<file path="config.mk">
export PLATFORM = sky130hd
export DESIGN_NAME = axil_gpio
export DESIGN_NICKNAME = d
export VERILOG_FILES = /design/src/hdl/gpio_pkg.sv /design/src/hdl/axil_gpio.sv /design/src/hdl/axil_gpio_rd.sv /design/src/hdl/axil_gpio_wr.sv /design/src/hdl/gpio_regs.sv
export SDC_FILE = /design/constraint.sdc
export NUM_CORES = 1
export LEC_CHECK = 0
export BUFFER_PORTS_ARGS = -buffer_cell sky130_fd_sc_hd__buf_2
export CAP_MARGIN = 10
export CORE_MARGIN = 10
export CORE_UTILIZATION = 52
export DETAILED_ROUTE_END_ITERATION = 6
export GPL_TIMING_DRIVEN = 1
export MAX_ROUTING_LAYER = met4
export PLACE_DENSITY_LB_ADDON = 0.25
export SLEW_MARGIN = 20
export SYNTH_ARGS = -nofsm -noshare
export SYNTH_HDL_FRONTEND = slang
export SYNTH_SLANG_ARGS = --single-unit
export TNS_END_PERCENT = 10
</file>
<file path="constraint.sdc">
create_clock -name clk -period 2.6 [get_ports clk]
set_input_delay 0.13 -clock clk [delete_from_list [all_inputs] [get_ports clk]]
set_output_delay 0.13 -clock clk [all_outputs]
set_load 0.05 [all_outputs]
</file>
<file path="src/hdl/gpio_pkg.sv">
// Fixes all widths and reset values; only offsets 0x00 to 0x0C are mapped and every response is OKAY
package gpio_pkg;

	localparam int AXIL_ADDR_W = 32;
	localparam int GPIO_W      = 32;
	// Low address bits that take part in the register decode
	localparam int REG_OFS_W   = 8;

	localparam logic [GPIO_W-1:0] GPIO_RESET_DATA  = 32'h0000_000F;
	localparam logic [GPIO_W-1:0] GPIO_RESET_TRI   = 32'hFFFF_FFFF;
	localparam logic [GPIO_W-1:0] GPIO2_RESET_DATA = 32'h0000_0000;
	localparam logic [GPIO_W-1:0] GPIO2_RESET_TRI  = 32'hFFFF_FFFF;

	typedef logic [AXIL_ADDR_W-1:0] axil_addr_t;
	typedef logic [GPIO_W-1:0]      gpio_word_t;

	// Register map
	typedef enum logic [REG_OFS_W-1:0] {
		REG_GPIO_DATA  = 8'h00,
		REG_GPIO_TRI   = 8'h04,
		REG_GPIO2_DATA = 8'h08,
		REG_GPIO2_TRI  = 8'h0C
	} reg_ofs_e;

	typedef enum logic [1:0] {
		RESP_OKAY   = 2'b00,
		RESP_SLVERR = 2'b10
	} axil_resp_e;

	typedef enum logic [1:0] {
		WR_IDLE,
		WR_DATA,
		WR_RESP
	} wr_state_e;

	typedef enum logic {
		RD_IDLE,
		RD_RESP
	} rd_state_e;

	// One-cycle write request into the register bank
	typedef struct packed {
		logic       en;
		reg_ofs_e   ofs;
		gpio_word_t data;
	} reg_wr_t;

	// Tristate bit high means the pin is an input
	typedef struct packed {
		gpio_word_t data;
		gpio_word_t tristate;
	} gpio_port_t;

endpackage

</file>
<file path="src/hdl/axil_gpio.sv">
// AXI-Lite GPIO slave with two channels; only address bits 7:0 are decoded, so the map repeats
`timescale 1ns/1ps

module axil_gpio
	import gpio_pkg::*;
(
	input  logic       clk,
	input  logic       rst_n,

	input  axil_addr_t s_axi_awaddr_i,
	input  logic       s_axi_awvalid_i,
	output logic       s_axi_awready_o,

	input  gpio_word_t s_axi_wdata_i,
	input  logic       s_axi_wvalid_i,
	output logic       s_axi_wready_o,

	output axil_resp_e s_axi_bresp_o,
	output logic       s_axi_bvalid_o,
	input  logic       s_axi_bready_i,

	input  axil_addr_t s_axi_araddr_i,
	input  logic       s_axi_arvalid_i,
	output logic       s_axi_arready_o,

	output gpio_word_t s_axi_rdata_o,
	output axil_resp_e s_axi_rresp_o,
	output logic       s_axi_rvalid_o,
	input  logic       s_axi_rready_i,

	input  gpio_word_t gpio_i,
	input  gpio_word_t gpio2_i,
	output gpio_port_t gpio_o,
	output gpio_port_t gpio2_o
);

	reg_wr_t    reg_wr;
	reg_ofs_e   rd_ofs;
	gpio_word_t rd_data;

	axil_gpio_wr i_axil_gpio_wr (
		.clk       (clk),
		.rst_n     (rst_n),
		.awaddr_i  (s_axi_awaddr_i),
		.awvalid_i (s_axi_awvalid_i),
		.awready_o (s_axi_awready_o),
		.wdata_i   (s_axi_wdata_i),
		.wvalid_i  (s_axi_wvalid_i),
		.wready_o  (s_axi_wready_o),
		.bresp_o   (s_axi_bresp_o),
		.bvalid_o  (s_axi_bvalid_o),
		.bready_i  (s_axi_bready_i),
		.reg_wr_o  (reg_wr)
	);

	axil_gpio_rd i_axil_gpio_rd (
		.clk       (clk),
		.rst_n     (rst_n),
		.araddr_i  (s_axi_araddr_i),
		.arvalid_i (s_axi_arvalid_i),
		.arready_o (s_axi_arready_o),
		.rdata_o   (s_axi_rdata_o),
		.rresp_o   (s_axi_rresp_o),
		.rvalid_o  (s_axi_rvalid_o),
		.rready_i  (s_axi_rready_i),
		.rd_ofs_o  (rd_ofs),
		.rd_data_i (rd_data)
	);

	gpio_regs i_gpio_regs (
		.clk       (clk),
		.rst_n     (rst_n),
		.reg_wr_i  (reg_wr),
		.rd_ofs_i  (rd_ofs),
		.rd_data_o (rd_data),
		.gpio_i    (gpio_i),
		.gpio2_i   (gpio2_i),
		.gpio_o    (gpio_o),
		.gpio2_o   (gpio2_o)
	);

endmodule

</file>
<file path="src/hdl/axil_gpio_rd.sv">
// One read in flight; the register bank word is captured on the address handshake
`timescale 1ns/1ps

module axil_gpio_rd
	import gpio_pkg::*;
(
	input  logic       clk,
	input  logic       rst_n,

	input  axil_addr_t araddr_i,
	input  logic       arvalid_i,
	output logic       arready_o,

	output gpio_word_t rdata_o,
	output axil_resp_e rresp_o,
	output logic       rvalid_o,
	input  logic       rready_i,

	output reg_ofs_e   rd_ofs_o,
	input  gpio_word_t rd_data_i
);

	rd_state_e  state_q;
	gpio_word_t rdata_q;
	logic       ar_hs;
	logic       r_hs;

	assign arready_o = (state_q == RD_IDLE);
	assign rvalid_o  = (state_q == RD_RESP);
	assign rresp_o   = RESP_OKAY;
	assign rdata_o   = rdata_q;

	// Decode runs on the live address
	assign rd_ofs_o = reg_ofs_e'(araddr_i[REG_OFS_W-1:0]);

	assign ar_hs = arvalid_i && arready_o;
	assign r_hs  = rvalid_o && rready_i;

	always_ff @(posedge clk) begin
		if (!rst_n) begin
			state_q <= RD_IDLE;
		end else begin
			case (state_q)
				RD_IDLE: begin
					if (ar_hs) begin
						state_q <= RD_RESP;
					end
				end
				RD_RESP: begin
					if (r_hs) begin
						state_q <= RD_IDLE;
					end
				end
				default: begin
					state_q <= RD_IDLE;
				end
			endcase
		end
	end

	// Word stays put while rvalid waits for rready
	always_ff @(posedge clk) begin
		if (ar_hs) begin
			rdata_q <= rd_data_i;
		end
	end

endmodule

</file>
<file path="src/hdl/axil_gpio_wr.sv">
// One write in flight; address must come before data, wstrb is not supported, response is always OKAY
`timescale 1ns/1ps

module axil_gpio_wr
	import gpio_pkg::*;
(
	input  logic       clk,
	input  logic       rst_n,

	input  axil_addr_t awaddr_i,
	input  logic       awvalid_i,
	output logic       awready_o,

	input  gpio_word_t wdata_i,
	input  logic       wvalid_i,
	output logic       wready_o,

	output axil_resp_e bresp_o,
	output logic       bvalid_o,
	input  logic       bready_i,

	output reg_wr_t    reg_wr_o
);

	wr_state_e  state_q;
	logic       wr_en_q;
	reg_ofs_e   wr_ofs_q;
	gpio_word_t wr_data_q;
	logic       aw_hs;
	logic       w_hs;
	logic       b_hs;

	assign awready_o = (state_q == WR_IDLE);
	assign wready_o  = (state_q == WR_DATA);
	// Response rises together with the register update
	assign bvalid_o  = (state_q == WR_RESP) && !wr_en_q;
	assign bresp_o   = RESP_OKAY;

	assign aw_hs = awvalid_i && awready_o;
	assign w_hs  = wvalid_i && wready_o;
	assign b_hs  = bvalid_o && bready_i;

	always_ff @(posedge clk) begin
		if (!rst_n) begin
			state_q <= WR_IDLE;
			wr_en_q <= 1'b0;
		end else begin
			wr_en_q <= w_hs;
			case (state_q)
				WR_IDLE: begin
					if (aw_hs) begin
						state_q <= WR_DATA;
					end
				end
				WR_DATA: begin
					if (w_hs) begin
						state_q <= WR_RESP;
					end
				end
				WR_RESP: begin
					// Hold off the next address until the master takes the response
					if (b_hs) begin
						state_q <= WR_IDLE;
					end
				end
				default: begin
					state_q <= WR_IDLE;
				end
			endcase
		end
	end

	// Offset and data of the pending write
	always_ff @(posedge clk) begin
		if (aw_hs) begin
			wr_ofs_q <= reg_ofs_e'(awaddr_i[REG_OFS_W-1:0]);
		end
		if (w_hs) begin
			wr_data_q <= wdata_i;
		end
	end

	assign reg_wr_o = '{en: wr_en_q, ofs: wr_ofs_q, data: wr_data_q};

endmodule

</file>
<file path="src/hdl/gpio_regs.sv">
// Inputs are sampled by one flop each with no synchronizer; writes to unmapped offsets are dropped
`timescale 1ns/1ps

module gpio_regs
	import gpio_pkg::*;
(
	input  logic       clk,
	input  logic       rst_n,

	input  reg_wr_t    reg_wr_i,

	input  reg_ofs_e   rd_ofs_i,
	output gpio_word_t rd_data_o,

	input  gpio_word_t gpio_i,
	input  gpio_word_t gpio2_i,
	output gpio_port_t gpio_o,
	output gpio_port_t gpio2_o
);

	// Programmed data and tristate per channel
	gpio_port_t port_q;
	gpio_port_t port2_q;

	// Output stage for the data pins
	gpio_word_t out_q;
	gpio_word_t out2_q;

	// Sampled inputs
	gpio_word_t in_q;
	gpio_word_t in2_q;

	always_ff @(posedge clk) begin
		if (!rst_n) begin
			port_q  <= '{data: GPIO_RESET_DATA, tristate: GPIO_RESET_TRI};
			port2_q <= '{data: GPIO2_RESET_DATA, tristate: GPIO2_RESET_TRI};
		end else if (reg_wr_i.en) begin
			case (reg_wr_i.ofs)
				REG_GPIO_DATA: begin
					port_q.data <= reg_wr_i.data;
				end
				REG_GPIO_TRI: begin
					port_q.tristate <= reg_wr_i.data;
				end
				REG_GPIO2_DATA: begin
					port2_q.data <= reg_wr_i.data;
				end
				REG_GPIO2_TRI: begin
					port2_q.tristate <= reg_wr_i.data;
				end
				default: begin
				end
			endcase
		end
	end

	always_ff @(posedge clk) begin
		if (!rst_n) begin
			out_q  <= GPIO_RESET_DATA;
			out2_q <= GPIO2_RESET_DATA;
		end else begin
			out_q  <= port_q.data;
			out2_q <= port2_q.data;
		end
	end

	always_ff @(posedge clk) begin
		in_q  <= gpio_i;
		in2_q <= gpio2_i;
	end

	// Data pins lag the register by a cycle, tristate does not
	assign gpio_o  = '{data: out_q, tristate: port_q.tristate};
	assign gpio2_o = '{data: out2_q, tristate: port2_q.tristate};

	// Data offsets read back the pins, not the programmed value
	always_comb begin
		case (rd_ofs_i)
			REG_GPIO_DATA: begin
				rd_data_o = in_q;
			end
			REG_GPIO_TRI: begin
				rd_data_o = port_q.tristate;
			end
			REG_GPIO2_DATA: begin
				rd_data_o = in2_q;
			end
			REG_GPIO2_TRI: begin
				rd_data_o = port2_q.tristate;
			end
			default: begin
				rd_data_o = '0;
			end
		endcase
	end

endmodule

</file>
==> impl_metrics.tcl <==
set metrics [dict create \
    period_share_pct 77.6 \
    worst_pin_slew_ns 0.632 \
    hold_end "i_gpio_regs.out_q[3]$_SDFF_PN1_" \
    drt_pass1_iterations 4 \
    syn_area_sq_um 11900 \
    setup_tns_ns 0 \
    start_util_pct 52.7 \
    async_flop_share_pct 0 \
    grt_first_pass_wirelength_mm 44.7 \
    power_switching_mw 2.31 \
    die_x_microns 171 \
    drc 0 \
    start_kind "flip-flop" \
    pin_count 336 \
    area_growth_pct 28.2 \
    power_density_nw_per_um2 721 \
    core_area_sq_um 22500 \
    synthFlopType "dfxtp_1" \
    setup_viol 0 \
    netlist-cell-type-count 31 \
    path_clk_slew_ns 0.06 \
    drive_gt1_share_pct 30.5 \
    final_cells 1565 \
    yosysSeqAreaShare_pct 62.2 \
    cp_data_arrival_time_ns 2.44 \
    place_congestion 0.784 \
    num_rows 55 \
    htree_num_levels 2 \
    vias 7546 \
    nFillCells 1617 \
    end_kind "flip-flop" \
    synth_seq_cells 332 \
    ctsRootBufferMaster "clkbuf_16" \
    r2r_setup_slack_ns 0.58 \
    io_buffer_count 283 \
    setup_ws_ns 0.582 \
    drtIter0Drc 465 \
    via_per_inst 4.82 \
    antenna_found_initial 0 \
    ys_warn_count 0 \
    holdCritStartpoint "rst_n" \
    slew_headroom_pct 57.8 \
    antenna_cells 0 \
    die_h_microns 171 \
    skew_ns 0.0163 \
    fmax_ghz 0.496 \
    cts_tree "yes" \
    post-place-cells 1393 \
    cts_buffers 36 \
    swShare_pct 21.1 \
    p_int_mw 8.64 \
    reg2reg_depth 4 \
    wire_per_inst_microns 18.7 \
    drt_wl_total_mm 29.3 \
    clock_power_share_pct 44.4 \
    period_needed_ns 2.02 \
    p_leak_nw 6.87 \
    grt_overflow 0 \
    clk_latency_ns 0.50 \
    netlist.area_leader.share_pct 43.9 \
    required_ns 3.03 \
    p_comb_share_pct 6.0 \
    synthTopCellsByArea "dfxtp_1 (44%), edfxtp_1 (18%), mux2i_1 (11%)" \
    cts.sinks 332 \
    rsz0062_at_grt "false" \
    cts_buffer_depth 3 \
    hold_depth 2 \
    track_usage_pct 20.2 \
    ant_nets 0 \
    maxSlewViolCount 0 \
    timing.rr.end "i_gpio_regs.port2_q[61]$_SDFFE_PN0P_" \
    status "finished clean" \
    drv_cap 0 \
    first_global_vias 7992 \
    hold_class "in2reg" \
    sequentialPowerShare_pct 49.6 \
    avgSynthCellArea_sq_um 12.8 \
    vdd_drop_max_mv 0.597 \
    hpwlAfterDp_mm 19.5 \
    synth_edf_count 72 \
    synth_top_cell_by_area "dfxtp_1" \
    timing.rr.start "i_axil_gpio_wr.wr_ofs_q[4]$_DFFE_PP_" \
    grt_max_degree 66 \
    dieArea_sq_um 29200 \
    critPathKind "reg2reg" \
    crit_fanout 26 \
    dp_slack_ns 0.596 \
    hold_viol 0 \
    syn-instance-count 926 \
    post_cts_resized 0 \
    layout.nets 1422 \
]
## kinds of logic (layout without fill, tap and decap cells)
| kind of cell | count (synthesis) | count (layout) | share of synthesized area [%] |
|---|---|---|---|
| AOI/OAI and AO/OA | 11 | 11 | 0.570 |
| buffers and inverters | 182 | 533 | 9.43 |
| DFF | 332 | 332 | 62.2 |
| muxes | 157 | 157 | 16.6 |
| other | 1 | 4 | 0.0316 |
| and+or+nand+nor | 243 | 243 | 11.2 |
## power groups by stage
| stage | Sequential (mW) | Combinational (mW) | Clock, mW |
|---|---|---|---|
| final | 5.43 | 0.657 | 4.87 |
| after global routing | 5.44 | 0.700 | 5.20 |
| after CTS | 5.43 | 0.654 | 4.98 |
| after detailed placement | 5.54 | 0.522 | 0 |
| after global placement | 5.53 | 0.516 | 0 |
| after floorplan | 5.62 | 0.236 | 0 |
## layer usage
layer	vias up	global-route usage [%]	wire length [microns]
met5	-	-	0
met4	0	6.65	616
met3	39	4.17	1650
met2	235	32.2	14000
met1	3608	25.3	13000
li1	3664	-	-
## through the flow
step	utilization, %	hold slack (ns)	total power [mW]	instance area (sq um)
after global placement	57.6	0.233	6.05	13000
after CTS	67.5	0.0171	11.1	15200
after global routing	67.5	0.0504	11.3	15200
after detailed placement	57.6	0.234	6.06	13000
after floorplan	-	0.158	5.86	11900
final	67.5	0.0402	11.0	15200
## sequential cells by signal (all words and copies together), names as in the netlist
signal,count
i_gpio_regs.out2_q,32
i_gpio_regs.out_q,32
i_gpio_regs.in_q,32
i_axil_gpio_wr.wr_en_q,1
i_gpio_regs.in2_q,32
i_axil_gpio_rd.rvalid_o,1
i_gpio_regs.gpio_o,32
i_gpio_regs.port2_q,32
i_axil_gpio_wr.wr_data_q,32
i_axil_gpio_rd.rdata_o,32
i_axil_gpio_wr.wr_ofs_q,8
i_gpio_regs.port_q,32
i_gpio_regs.gpio2_o,32
i_axil_gpio_wr.state_q,2
## repair_timing
item,in CTS,in global routing
hold buffers,109,0
endpoints found under the hold margin,108,0
setup buffers,0,0
## synth_stat cells, types with 2 or more instances
library cell,n
mux2i_1,125
inv_1,64
nand2_1,93
nor2b_1,98
nand2b_1,5
buf_2,5
nor2_1,3
buf_8,2
a21oi_1,5
mux4_2,32
edfxtp_1,72
and2_1,2
and4_1,2
dfxtp_1,260
a31oi_1,4
and3_1,33
buf_6,7
buf_12,6
clkbuf_1,29
buf_4,68
## worst max path at each step
stage	from	to	slack [ns]
floorplan	i_axil_gpio_wr.state_q[0]$_SDFFE_PN0P_	i_axil_gpio_wr.wr_data_q[0]$_DFFE_PP_	0.14
global placement	i_axil_gpio_wr.wr_ofs_q[4]$_DFFE_PP_	i_gpio_regs.port2_q[46]$_SDFFE_PN0P_	0.70
detailed placement	i_axil_gpio_wr.wr_ofs_q[4]$_DFFE_PP_	i_gpio_regs.port2_q[61]$_SDFFE_PN0P_	0.60
CTS	i_axil_gpio_wr.wr_ofs_q[4]$_DFFE_PP_	i_gpio_regs.port2_q[61]$_SDFFE_PN0P_	0.57
global route	i_axil_gpio_wr.wr_ofs_q[4]$_DFFE_PP_	i_gpio_regs.port2_q[50]$_SDFFE_PN0P_	0.44
finish	i_axil_gpio_wr.wr_ofs_q[4]$_DFFE_PP_	i_gpio_regs.port2_q[61]$_SDFFE_PN0P_	0.58
## critical path, stage by stage (launching register included)
cell and delay, ns:
edfxtp_1 0.42, nor4b_4 0.51, and4_2 0.51, buf_12 0.27, mux2i_1 0.22
## final cells by class
| type | instances | area, sq um | share of cell area [%] |
|---|---|---|---|
| flip-flops and latches | 332 | 7370 | 48.5 |
| clock buffers | 51 | 1030 | 6.77 |
| multi-input cells | 415 | 3400 | 22.4 |
| clock inverters | 12 | 114 | 0.749 |
| inverters | 64 | 240 | 1.58 |
| repair buffers | 406 | 2690 | 17.7 |
| well taps | 285 | 357 | 2.35 |
## cells in the final DEF, fill, tap and decap left out, drive strengths merged
| master | Yosys | final |
|---|---|---|
| nor2b | 98 | 98 |
| buf | 89 | 297 |
| o211a | 1 | 1 |
| nand2 | 93 | 93 |
| and2 | 2 | 2 |
| nor2 | 3 | 3 |
| a21oi | 5 | 5 |
| nand2b | 5 | 5 |
| inv | 64 | 65 |
| and4 | 2 | 2 |
| nor3 | 1 | 1 |
| dlygate4sd3 | 0 | 109 |
| conb | 1 | 4 |
| a31oi | 4 | 4 |
| o21a | 1 | 1 |
| dfxtp | 260 | 260 |
| clkbuf | 29 | 51 |
| nor4 | 2 | 2 |
| mux4 | 32 | 32 |
| nor3b | 1 | 1 |
| nand3 | 1 | 1 |
| mux2i | 125 | 125 |
| nor4b | 1 | 1 |
| bufinv | 0 | 2 |
| clkinv | 0 | 9 |
| and3 | 34 | 34 |
| edfxtp | 72 | 72 |
Power figures use the tool's default switching activity.
